<file path="config.mk">
export PLATFORM = sky130hd
export DESIGN_NAME = rv32i
export DESIGN_NICKNAME = d
export VERILOG_FILES = /design/src/common/rv32i_isa_pkg.sv /design/src/common/rv32i_pipe_pkg.sv /design/src/control_unit/control_unit.sv /design/src/data_path/alu.sv /design/src/data_path/data_path.sv /design/src/data_path/reg_file.sv /design/src/source/rv32i.sv
export SDC_FILE = /design/constraint.sdc
export NUM_CORES = 2
export LEC_CHECK = 0
export BUFFER_PORTS_ARGS = -buffer_cell sky130_fd_sc_hd__buf_2
export CAP_MARGIN = 20
export CORE_ASPECT_RATIO = 0.75
export CORE_MARGIN = 3
export CORE_UTILIZATION = 65
export CTS_BUF_LIST = sky130_fd_sc_hd__clkbuf_2 sky130_fd_sc_hd__clkbuf_4 sky130_fd_sc_hd__clkbuf_8
export CTS_CLUSTER_DIAMETER = 100
export CTS_CLUSTER_SIZE = 10
export DETAILED_ROUTE_END_ITERATION = 6
export PLACE_DENSITY = 0.82
export SLEW_MARGIN = 0
export SYNTH_ARGS = -nofsm -noshare
export SYNTH_HDL_FRONTEND = slang
export SYNTH_HIERARCHICAL = 1
export SYNTH_SLANG_ARGS = --single-unit
</file>
<file path="constraint.sdc">
create_clock -name clk -period 9.1 [get_ports clk]
set_clock_uncertainty 0.1 [all_clocks]
set_input_delay 1.365 -clock clk [delete_from_list [all_inputs] [get_ports clk]]
set_output_delay 1.365 -clock clk [all_outputs]
set_load 0.05 [all_outputs]
</file>
<file path="src/common/rv32i_isa_pkg.sv">
package rv32i_isa_pkg;

    // base opcodes of the supported subset
    localparam logic [6:0] OP_R      = 7'b0110011;
    localparam logic [6:0] OP_I      = 7'b0010011;
    localparam logic [6:0] OP_LOAD   = 7'b0000011;
    localparam logic [6:0] OP_STORE  = 7'b0100011;
    localparam logic [6:0] OP_BRANCH = 7'b1100011;
    localparam logic [6:0] OP_JAL    = 7'b1101111;
    localparam logic [6:0] OP_JALR   = 7'b1100111;
    localparam logic [6:0] OP_LUI    = 7'b0110111;
    localparam logic [6:0] OP_AUIPC  = 7'b0010111;

    // alu funct3
    localparam logic [2:0] F3_ADD = 3'b000;
    localparam logic [2:0] F3_SLL = 3'b001;
    localparam logic [2:0] F3_SLT = 3'b010;
    localparam logic [2:0] F3_XOR = 3'b100;
    localparam logic [2:0] F3_SR  = 3'b101;
    localparam logic [2:0] F3_OR  = 3'b110;
    localparam logic [2:0] F3_AND = 3'b111;

    // branch and memory funct3
    localparam logic [2:0] F3_BEQ    = 3'b000;
    localparam logic [2:0] F3_BNE    = 3'b001;
    localparam logic [2:0] F3_BLT    = 3'b100;
    localparam logic [2:0] F3_BGE    = 3'b101;
    localparam logic [2:0] F3_LW_SW  = 3'b010;

    typedef struct packed {
        logic [6:0] funct7;
        logic [4:0] rs2;
        logic [4:0] rs1;
        logic [2:0] funct3;
        logic [4:0] rd;
        logic [6:0] opcode;
    } r_fmt_t;

    typedef struct packed {
        logic [11:0] imm;
        logic [4:0]  rs1;
        logic [2:0]  funct3;
        logic [4:0]  rd;
        logic [6:0]  opcode;
    } i_fmt_t;

    typedef struct packed {
        logic [6:0] imm_hi;
        logic [4:0] rs2;
        logic [4:0] rs1;
        logic [2:0] funct3;
        logic [4:0] imm_lo;
        logic [6:0] opcode;
    } s_fmt_t;

    typedef struct packed {
        logic       imm_12;
        logic [5:0] imm_10_5;
        logic [4:0] rs2;
        logic [4:0] rs1;
        logic [2:0] funct3;
        logic [3:0] imm_4_1;
        logic       imm_11;
        logic [6:0] opcode;
    } b_fmt_t;

    typedef struct packed {
        logic [19:0] imm;
        logic [4:0]  rd;
        logic [6:0]  opcode;
    } u_fmt_t;

    typedef struct packed {
        logic       imm_20;
        logic [9:0] imm_10_1;
        logic       imm_11;
        logic [7:0] imm_19_12;
        logic [4:0] rd;
        logic [6:0] opcode;
    } j_fmt_t;

    // one instruction word, seen through every format
    typedef union packed {
        r_fmt_t r_fmt;
        i_fmt_t i_fmt;
        s_fmt_t s_fmt;
        b_fmt_t b_fmt;
        u_fmt_t u_fmt;
        j_fmt_t j_fmt;
    } inst_u;

endpackage

</file>
<file path="src/common/rv32i_pipe_pkg.sv">
package rv32i_pipe_pkg;

    localparam int XLEN     = 32;
    localparam int NUM_REGS = 32;

    localparam logic [XLEN-1:0] RESET_PC = 32'h0000_0000;
    // addi x0, x0, 0
    localparam logic [XLEN-1:0] NOP_INST = 32'h0000_0013;

    typedef enum logic [3:0] {
        ALU_ADD,
        ALU_SUB,
        ALU_AND,
        ALU_OR,
        ALU_XOR,
        ALU_SLT,
        ALU_SLL,
        ALU_SRL,
        ALU_SRA,
        ALU_PASS_B
    } alu_t;

    typedef enum logic [1:0] {FWD_NONE, FWD_MEM, FWD_WB} fwd_t;

    typedef enum logic [1:0] {WB_ALU, WB_MEM, WB_PC4} wb_sel_t;

    typedef struct packed {
        logic    reg_write;
        logic    mem_write;
        logic    mem_read;
        logic    branch;
        logic    jump;
        logic    jalr;
        logic    alu_src_imm;
        logic    pc_src_a;
        alu_t    alu;
        wb_sel_t wb_sel;
    } ctrl_t;

    typedef struct packed {
        logic [XLEN-1:0] pc;
        logic [XLEN-1:0] inst;
    } if_id_t;

    typedef struct packed {
        ctrl_t           ctrl;
        logic [XLEN-1:0] pc;
        logic [4:0]      rs1;
        logic [4:0]      rs2;
        logic [4:0]      rd;
        logic [XLEN-1:0] rs1_data;
        logic [XLEN-1:0] rs2_data;
        logic [XLEN-1:0] imm;
        logic [2:0]      funct3;
    } id_exe_t;

    typedef struct packed {
        ctrl_t           ctrl;
        logic [4:0]      rd;
        logic [2:0]      funct3;
        logic [XLEN-1:0] alu_result;
        logic [XLEN-1:0] store_data;
        logic [XLEN-1:0] pc4;
        logic [XLEN-1:0] target;
        logic            taken;
    } exe_mem_t;

    typedef struct packed {
        ctrl_t           ctrl;
        logic [4:0]      rd;
        logic [XLEN-1:0] alu_result;
        logic [XLEN-1:0] pc4;
        logic [XLEN-1:0] load_data;
    } mem_wb_t;

endpackage

</file>
<file path="src/control_unit/control_unit.sv">
module control_unit import rv32i_pipe_pkg::*, rv32i_isa_pkg::*; (
    input  inst_u      inst_id,
    input  logic [4:0] rs1_exe,
    input  logic [4:0] rs2_exe,
    input  logic [4:0] rd_exe,
    input  logic [4:0] rd_mem,
    input  logic [4:0] rd_wb,
    input  logic       mem_read_exe,
    input  logic       reg_write_mem,
    input  logic       reg_write_wb,
    input  logic       pc_sel_mem,
    input  logic       stall_pipl,
    output ctrl_t      ctrl_id,
    output fwd_t       forward_a_exe,
    output fwd_t       forward_b_exe,
    output logic       forward_a_id,
    output logic       forward_b_id,
    output logic       if_id_clr,
    output logic       id_exe_clr,
    output logic       exe_mem_clr,
    output logic       pc_en,
    output logic       if_id_en,
    output logic       id_exe_en,
    output logic       exe_mem_en,
    output logic       mem_wb_en,
    output logic       if_id_reg_en
);

    logic [6:0] opcode;
    logic [2:0] funct3;
    logic       alt;
    logic [4:0] rs1_id, rs2_id;
    logic       uses_rs1, uses_rs2, load_use;

    assign opcode = inst_id.r_fmt.opcode;
    assign funct3 = inst_id.r_fmt.funct3;
    assign alt    = inst_id.r_fmt.funct7[5];
    assign rs1_id = inst_id.r_fmt.rs1;
    assign rs2_id = inst_id.r_fmt.rs2;

    function automatic alu_t alu_decode(input logic [2:0] f3, input logic sub_sra);
        case (f3)
            F3_ADD:  return sub_sra ? ALU_SUB : ALU_ADD;
            F3_SLL:  return ALU_SLL;
            F3_SLT:  return ALU_SLT;
            F3_XOR:  return ALU_XOR;
            F3_SR:   return sub_sra ? ALU_SRA : ALU_SRL;
            F3_OR:   return ALU_OR;
            F3_AND:  return ALU_AND;
            default: return ALU_ADD;
        endcase
    endfunction

    // prefer the younger result sitting in memory over writeback
    function automatic fwd_t fwd_select(input logic [4:0] rs);
        if (reg_write_mem && rd_mem != '0 && rd_mem == rs) return FWD_MEM;
        if (reg_write_wb && rd_wb != '0 && rd_wb == rs) return FWD_WB;
        return FWD_NONE;
    endfunction

    always_comb begin
        ctrl_id = '0;
        case (opcode)
            OP_R: begin
                ctrl_id.reg_write = 1'b1;
                ctrl_id.alu       = alu_decode(funct3, alt);
            end
            OP_I: begin
                ctrl_id.reg_write   = 1'b1;
                ctrl_id.alu_src_imm = 1'b1;
                // addi has no subtract form, imm[10] only matters for shifts
                ctrl_id.alu         = alu_decode(funct3, funct3 == F3_SR && alt);
            end
            OP_LOAD: if (funct3 == F3_LW_SW) begin
                ctrl_id.reg_write   = 1'b1;
                ctrl_id.mem_read    = 1'b1;
                ctrl_id.alu_src_imm = 1'b1;
                ctrl_id.wb_sel      = WB_MEM;
            end
            OP_STORE: if (funct3 == F3_LW_SW) begin
                ctrl_id.mem_write   = 1'b1;
                ctrl_id.alu_src_imm = 1'b1;
            end
            OP_BRANCH: ctrl_id.branch = 1'b1;
            OP_JAL, OP_JALR: begin
                ctrl_id.reg_write   = 1'b1;
                ctrl_id.jump        = 1'b1;
                ctrl_id.jalr        = (opcode == OP_JALR);
                ctrl_id.alu_src_imm = 1'b1;
                ctrl_id.wb_sel      = WB_PC4;
            end
            OP_LUI: begin
                ctrl_id.reg_write   = 1'b1;
                ctrl_id.alu_src_imm = 1'b1;
                ctrl_id.alu         = ALU_PASS_B;
            end
            OP_AUIPC: begin
                ctrl_id.reg_write   = 1'b1;
                ctrl_id.pc_src_a    = 1'b1;
                ctrl_id.alu_src_imm = 1'b1;
            end
            default: ctrl_id = '0;
        endcase
    end

    always_comb begin
        forward_a_exe = fwd_select(rs1_exe);
        forward_b_exe = fwd_select(rs2_exe);
    end

    assign forward_a_id = reg_write_wb && rd_wb != '0 && rd_wb == rs1_id;
    assign forward_b_id = reg_write_wb && rd_wb != '0 && rd_wb == rs2_id;

    // u and j formats carry no source registers
    assign uses_rs1 = !(opcode inside {OP_LUI, OP_AUIPC, OP_JAL});
    assign uses_rs2 = opcode inside {OP_R, OP_STORE, OP_BRANCH};
    assign load_use = mem_read_exe && rd_exe != '0 &&
                      ((uses_rs1 && rs1_id == rd_exe) || (uses_rs2 && rs2_id == rd_exe));

    always_comb begin
        pc_en       = 1'b0;
        if_id_en    = 1'b0;
        id_exe_en   = 1'b0;
        exe_mem_en  = 1'b0;
        mem_wb_en   = 1'b0;
        if_id_clr   = 1'b0;
        id_exe_clr  = 1'b0;
        exe_mem_clr = 1'b0;
        if (!stall_pipl) begin
            // a redirect flushes the load-use pair anyway
            pc_en       = !load_use || pc_sel_mem;
            if_id_en    = !load_use || pc_sel_mem;
            id_exe_en   = 1'b1;
            exe_mem_en  = 1'b1;
            mem_wb_en   = 1'b1;
            if_id_clr   = pc_sel_mem;
            id_exe_clr  = pc_sel_mem || load_use;
            exe_mem_clr = pc_sel_mem;
        end
    end

    assign if_id_reg_en = if_id_en;

endmodule

</file>
<file path="src/data_path/alu.sv">
module alu import rv32i_pipe_pkg::*; (
    input  logic [XLEN-1:0] a,
    input  logic [XLEN-1:0] b,
    input  alu_t            op,
    input  logic [2:0]      funct3,
    output logic [XLEN-1:0] result,
    output logic            branch_taken
);

    logic equal;
    logic less;
    logic cond;

    assign equal = (a == b);
    assign less  = ($signed(a) < $signed(b));

    always_comb begin
        case (op)
            ALU_ADD:    result = a + b;
            ALU_SUB:    result = a - b;
            ALU_AND:    result = a & b;
            ALU_OR:     result = a | b;
            ALU_XOR:    result = a ^ b;
            ALU_SLT:    result = {{(XLEN-1){1'b0}}, less};
            ALU_SLL:    result = a << b[4:0];
            ALU_SRL:    result = a >> b[4:0];
            ALU_SRA:    result = $signed(a) >>> b[4:0];
            default:    result = b;
        endcase
    end

    // funct3[2] picks less-than over equal, funct3[0] negates
    // unsigned compares (funct3[1] set) are not supported
    assign cond         = funct3[2] ? less : equal;
    assign branch_taken = !funct3[1] && (cond ^ funct3[0]);

endmodule

</file>
<file path="src/data_path/data_path.sv">
module data_path import rv32i_pipe_pkg::*, rv32i_isa_pkg::*; (
    input  logic            clk,
    input  logic            arst_n,
    input  logic [XLEN-1:0] inst,
    input  logic [XLEN-1:0] mem_rdata_mem,
    input  ctrl_t           ctrl_id,
    input  fwd_t            forward_a_exe,
    input  fwd_t            forward_b_exe,
    input  logic            forward_a_id,
    input  logic            forward_b_id,
    input  logic            if_id_clr,
    input  logic            id_exe_clr,
    input  logic            exe_mem_clr,
    input  logic            pc_en,
    input  logic            if_id_en,
    input  logic            id_exe_en,
    input  logic            exe_mem_en,
    input  logic            mem_wb_en,
    output logic [XLEN-1:0] current_pc,
    output logic [XLEN-1:0] mem_addr_mem,
    output logic [XLEN-1:0] mem_wdata_mem,
    output logic            mem_write_mem,
    output logic            mem_read_mem,
    output logic [2:0]      mem_op_mem,
    output inst_u           inst_id,
    output logic [4:0]      rs1_exe,
    output logic [4:0]      rs2_exe,
    output logic [4:0]      rd_exe,
    output logic [4:0]      rd_mem,
    output logic [4:0]      rd_wb,
    output logic            mem_read_exe,
    output logic            reg_write_mem,
    output logic            reg_write_wb,
    output logic            pc_sel_mem
);

    if_id_t   if_id_q;
    id_exe_t  id_exe_q;
    exe_mem_t exe_mem_q;
    mem_wb_t  mem_wb_q;

    logic [XLEN-1:0] imm_id, rdata1, rdata2, rs1_data_id, rs2_data_id;
    logic [XLEN-1:0] fwd_a, fwd_b, alu_a, alu_b, alu_result, target_exe;
    logic [XLEN-1:0] mem_fwd, wb_value;
    logic            branch_taken;

    // fetch
    always_ff @(posedge clk or negedge arst_n) begin
        if (!arst_n) begin
            current_pc <= RESET_PC;
        end else if (pc_en) begin
            current_pc <= pc_sel_mem ? exe_mem_q.target : current_pc + 32'd4;
        end
    end

    always_ff @(posedge clk or negedge arst_n) begin
        if (!arst_n) begin
            if_id_q <= '{pc: RESET_PC, inst: NOP_INST};
        end else if (if_id_clr) begin
            if_id_q <= '{pc: RESET_PC, inst: NOP_INST};
        end else if (if_id_en) begin
            if_id_q <= '{pc: current_pc, inst: inst};
        end
    end

    // decode
    assign inst_id = if_id_q.inst;

    always_comb begin
        case (inst_id.r_fmt.opcode)
            OP_STORE:
                imm_id = {{20{inst_id.s_fmt.imm_hi[6]}}, inst_id.s_fmt.imm_hi,
                          inst_id.s_fmt.imm_lo};
            OP_BRANCH:
                imm_id = {{20{inst_id.b_fmt.imm_12}}, inst_id.b_fmt.imm_11,
                          inst_id.b_fmt.imm_10_5, inst_id.b_fmt.imm_4_1, 1'b0};
            OP_LUI, OP_AUIPC:
                imm_id = {inst_id.u_fmt.imm, 12'b0};
            OP_JAL:
                imm_id = {{12{inst_id.j_fmt.imm_20}}, inst_id.j_fmt.imm_19_12,
                          inst_id.j_fmt.imm_11, inst_id.j_fmt.imm_10_1, 1'b0};
            default:
                imm_id = {{20{inst_id.i_fmt.imm[11]}}, inst_id.i_fmt.imm};
        endcase
    end

    reg_file reg_file_inst (
        .clk    (clk),
        .arst_n (arst_n),
        .rs1    (inst_id.r_fmt.rs1),
        .rs2    (inst_id.r_fmt.rs2),
        .rd     (mem_wb_q.rd),
        .we     (mem_wb_q.ctrl.reg_write),
        .wdata  (wb_value),
        .rdata1 (rdata1),
        .rdata2 (rdata2)
    );

    // register file writes at the end of this cycle, so bypass the value now
    assign rs1_data_id = forward_a_id ? wb_value : rdata1;
    assign rs2_data_id = forward_b_id ? wb_value : rdata2;

    always_ff @(posedge clk or negedge arst_n) begin
        if (!arst_n) begin
            id_exe_q <= '0;
        end else if (id_exe_clr) begin
            id_exe_q <= '0;
        end else if (id_exe_en) begin
            id_exe_q <= '{ctrl: ctrl_id, pc: if_id_q.pc, rs1: inst_id.r_fmt.rs1,
                          rs2: inst_id.r_fmt.rs2, rd: inst_id.r_fmt.rd,
                          rs1_data: rs1_data_id, rs2_data: rs2_data_id,
                          imm: imm_id, funct3: inst_id.r_fmt.funct3};
        end
    end

    // execute
    always_comb begin
        case (forward_a_exe)
            FWD_MEM: fwd_a = mem_fwd;
            FWD_WB:  fwd_a = wb_value;
            default: fwd_a = id_exe_q.rs1_data;
        endcase
        case (forward_b_exe)
            FWD_MEM: fwd_b = mem_fwd;
            FWD_WB:  fwd_b = wb_value;
            default: fwd_b = id_exe_q.rs2_data;
        endcase
    end

    assign alu_a = id_exe_q.ctrl.pc_src_a ? id_exe_q.pc : fwd_a;
    assign alu_b = id_exe_q.ctrl.alu_src_imm ? id_exe_q.imm : fwd_b;

    alu alu_inst (
        .a            (alu_a),
        .b            (alu_b),
        .op           (id_exe_q.ctrl.alu),
        .funct3       (id_exe_q.funct3),
        .result       (alu_result),
        .branch_taken (branch_taken)
    );

    // jalr target comes out of the alu as rs1 + imm
    assign target_exe = id_exe_q.ctrl.jalr ? {alu_result[XLEN-1:1], 1'b0}
                                           : id_exe_q.pc + id_exe_q.imm;

    always_ff @(posedge clk or negedge arst_n) begin
        if (!arst_n) begin
            exe_mem_q <= '0;
        end else if (exe_mem_clr) begin
            exe_mem_q <= '0;
        end else if (exe_mem_en) begin
            exe_mem_q <= '{ctrl: id_exe_q.ctrl, rd: id_exe_q.rd, funct3: id_exe_q.funct3,
                           alu_result: alu_result, store_data: fwd_b,
                           pc4: id_exe_q.pc + 32'd4, target: target_exe,
                           taken: branch_taken};
        end
    end

    // memory
    assign mem_addr_mem  = exe_mem_q.alu_result;
    assign mem_wdata_mem = exe_mem_q.store_data;
    assign mem_write_mem = exe_mem_q.ctrl.mem_write;
    assign mem_read_mem  = exe_mem_q.ctrl.mem_read;
    assign mem_op_mem    = exe_mem_q.funct3;
    assign pc_sel_mem    = exe_mem_q.ctrl.jump || (exe_mem_q.ctrl.branch && exe_mem_q.taken);
    // loads never forward from here since the load-use bubble covers them
    assign mem_fwd = (exe_mem_q.ctrl.wb_sel == WB_PC4) ? exe_mem_q.pc4 : exe_mem_q.alu_result;

    always_ff @(posedge clk or negedge arst_n) begin
        if (!arst_n) begin
            mem_wb_q <= '0;
        end else if (mem_wb_en) begin
            mem_wb_q <= '{ctrl: exe_mem_q.ctrl, rd: exe_mem_q.rd,
                          alu_result: exe_mem_q.alu_result, pc4: exe_mem_q.pc4,
                          load_data: mem_rdata_mem};
        end
    end

    // writeback
    always_comb begin
        case (mem_wb_q.ctrl.wb_sel)
            WB_MEM:  wb_value = mem_wb_q.load_data;
            WB_PC4:  wb_value = mem_wb_q.pc4;
            default: wb_value = mem_wb_q.alu_result;
        endcase
    end

    // hazard info for the control unit
    assign rs1_exe       = id_exe_q.rs1;
    assign rs2_exe       = id_exe_q.rs2;
    assign rd_exe        = id_exe_q.rd;
    assign rd_mem        = exe_mem_q.rd;
    assign rd_wb         = mem_wb_q.rd;
    assign mem_read_exe  = id_exe_q.ctrl.mem_read;
    assign reg_write_mem = exe_mem_q.ctrl.reg_write;
    assign reg_write_wb  = mem_wb_q.ctrl.reg_write;

endmodule

</file>
<file path="src/data_path/reg_file.sv">
module reg_file import rv32i_pipe_pkg::*; (
    input  logic            clk,
    input  logic            arst_n,
    input  logic [4:0]      rs1,
    input  logic [4:0]      rs2,
    input  logic [4:0]      rd,
    input  logic            we,
    input  logic [XLEN-1:0] wdata,
    output logic [XLEN-1:0] rdata1,
    output logic [XLEN-1:0] rdata2
);

    logic [XLEN-1:0] regs [NUM_REGS];

    always_ff @(posedge clk or negedge arst_n) begin
        if (!arst_n) begin
            for (int i = 0; i < NUM_REGS; i++) begin
                regs[i] <= '0;
            end
        end else if (we && rd != '0) begin
            regs[rd] <= wdata;
        end
    end

    // x0 is never written, so it always reads back zero
    assign rdata1 = regs[rs1];
    assign rdata2 = regs[rs2];

endmodule

</file>
<file path="src/source/rv32i.sv">
module rv32i import rv32i_pipe_pkg::*; (
    input  logic            clk,
    input  logic            arst_n,
    input  logic            stall_pipl,

    // instruction fetch
    output logic [XLEN-1:0] current_pc,
    input  logic [XLEN-1:0] inst,

    // data memory bus
    output logic [XLEN-1:0] mem_addr_mem,
    output logic [XLEN-1:0] mem_wdata_mem,
    output logic            mem_write_mem,
    output logic            mem_read_mem,
    output logic [2:0]      mem_op_mem,
    input  logic [XLEN-1:0] mem_rdata_mem,

    output logic            if_id_reg_en
);

    // control unit to data path
    ctrl_t ctrl_id;
    fwd_t  forward_a_exe, forward_b_exe;
    logic  forward_a_id, forward_b_id;
    logic  if_id_clr, id_exe_clr, exe_mem_clr;
    logic  pc_en, if_id_en, id_exe_en, exe_mem_en, mem_wb_en;

    // data path to control unit
    logic [XLEN-1:0] inst_id;
    logic [4:0]      rs1_exe, rs2_exe, rd_exe, rd_mem, rd_wb;
    logic            mem_read_exe, reg_write_mem, reg_write_wb, pc_sel_mem;

    data_path data_path_inst (
        .*,
        .inst_id (inst_id)
    );

    control_unit controller_inst (
        .*,
        .inst_id (inst_id)
    );

endmodule

</file>
==> results.toml <==
[run_status]
status = "completed"

[setup_path]
critPathCaptureType = "register"
slowest_delay_ps = 900
worstPathArrival_ps = 8860
cp.required_ps = 9880
path_class = "register to register"
slowest_stage = "nor4_1"
cp-start-kind = "register"
path_max_fanout = 19

[layout]
fillers = 10500
fin_util_pct = 68.6
drive_above_1_share_pct = 22.3
syn2layout_area_growth_pct = 3.83
nNetsFinal = 8775

[drt]
dr.first_iter.drc_count = 11400
vias_per_cell = 7.33
post_drt_wl_per_cell_um = 33.0
ant_nets = 0
drc_errors = 0
drtPass1Iterations = 7
vias = 76900
routed_wl_um = 346000

[global_routing]
grt_pass1_wl_um = 501000
grt_usage_pct = 45.4
grt-ovfl-total = 0
grt_max_degree = 186
grt_pass1_vias = 74100
antenna_found_initial = 15

[power]
vdd_drop_max_uv = 199
total_power_uw = 23800
power_leakage_uw = 0.0459
p_per_area_nw_per_um2 = 245

[floorplanning]
die_h_um = 334
die-area_um2 = 148000
num_io_pins = 169
initial_utilization_pct = 66.0
die_x_um = 444
rows = 119
fp.coreArea_um2 = 142000

[clock_tree]
cts.clk_slew.worst_paths_ps = 80
cts.hold.buffers_added = 0
cts.sinks = 1528
cts_tree = "built"
cts_buffer_depth = 3
cts-resized-gates = 0
cts_root_buf = "clkbuf_8"
htreeDepth = 4
clock_latency_ps = 1000
postCtsSetupBuffers = 0
cts_buffers = 171

[sta]
period_needed_ps = 8090
slew-limit-headroom_pct = 14.0
worst_pin_slew_ps = 1280
max_freq_ghz = 0.124
setup-violations-final = 0
hold_viol_final = 0
drv_slew = 0
rsz0062_at_grt = "no"
period_share_pct = 88.9
setup_slack_ps = 1010
tns_ps = 0

[placed_design]
portBuffers = 168
place_congestion = 1.06
dp_hpwl_um = 226000
dp_slack_ps = 1590

[yosys]
syn-cell-area_um2 = 93500
yosys_warnings = 6
syn_area_per_cell_um2 = 10.5
netlist_instances = 8924
synth_nets = 9130

[hold_path]
hold_path_class = "register to register"

[job]
drv_cap = 0
## per-stage QoR
stage,area (um^2),cells,hold slack [ps]
after floorplan,93500,8924,349
after global placement,94300,10300,284
after detailed placement,94400,10300,288
after CTS,97000,10500,304
after global routing,97000,10500,318
final,97100,10500,305
## registers in the layout, indices dropped and copies added (netlist names), 69 cells and up
| register | cells |
|---|---|
| data_path_inst/exe_mem_q | 69 |
| data_path_inst/id_exe_q | 144 |
| data_path_inst/reg_file_inst/regs | 1024 |
| data_path_inst/mem_wb_q | 98 |
## critical path: cells and delay by family, from the launching register on
| family | cells | cell delay (ps) |
|---|---|---|
| AOI/OAI and AO/OA | 11 | 2620 |
| adders and majority gates | 2 | 1070 |
| buffers and inverters | 5 | 1070 |
| DFF | 1 | 570 |
| and+or+nand+nor | 8 | 2550 |
## power by group
group	total (uW)	switching, uW	internal (uW)
combinational	9910	6430	3480
sequential	9600	1510	8080
clock	4280	2490	1790
total	23800	10400	13400
## worst paths after layout
kind                            slack [ps]  cells past startpoint                                    start                                 endpoint
worst max-delay path                  1010                     26                  data_path_inst/rd_wb[2]             data_path_inst/exe_mem_q[31]
worst max register to register        1010                     26                  data_path_inst/rd_wb[2]             data_path_inst/exe_mem_q[31]
worst min-delay path                   300                      0  data_path_inst/reg_file_inst/regs[1006]  data_path_inst/reg_file_inst/regs[1006]
max in group asynchronous             6620                      3                                   arst_n            data_path_inst/current_pc[22]
min in group asynchronous              310                      1                                   arst_n   data_path_inst/reg_file_inst/regs[953]
worst min register to register         300                      0  data_path_inst/reg_file_inst/regs[1006]  data_path_inst/reg_file_inst/regs[1006]
## cells in the final DEF (no fill, tap or decap), drive strengths merged, types with 14 or more instances in the layout
master	n
mux4	63
or3	28
nor2	609
a22oi	300
nand2	559
a31oi	102
nand2b	23
diode	18
buf	401
dfrtp	1525
o211ai	28
nor4	26
nor2b	17
mux2i	1321
or4	16
ha	136
and2	17
a221oi	24
xor2	45
a311oi	19
o21ai	276
o21bai	14
clkbuf	189
xnor2	43
o22ai	35
and3	34
a21o	29
a21oi	499
mux2	1145
nand4	25
a22o	132
nand3b	14
nor3	116
nand3	253
o21a	42
o31ai	16
a211oi	138
inv	141
## cell type report
| cell class | instances | area (um^2) | share of cell area (%) |
|---|---|---|---|
| multi-input combinational | 6324 | 50400 | 51.9 |
| sequential | 1528 | 38300 | 39.4 |
| timing repair buffer | 402 | 2890 | 2.97 |
| clock buffer | 188 | 2520 | 2.59 |
| tap | 1875 | 2350 | 2.42 |
| inverter | 142 | 541 | 0.557 |
| clock inverter | 9 | 110 | 0.113 |
| antenna | 18 | 45.0 | 0.0464 |
## routing by layer
layer / track usage, % / vias to the layer above / wire length, um
met1: 65.4 / 38500 / 140000
met2: 61.3 / 5548 / 139000
li1: - / 31700 / -
met3: 16.5 / 1114 / 50200
met4: 19.3 / 10 / 16200
met5: 0.698 / - / 176
Note: power is estimated with default switching activity, not from simulation.
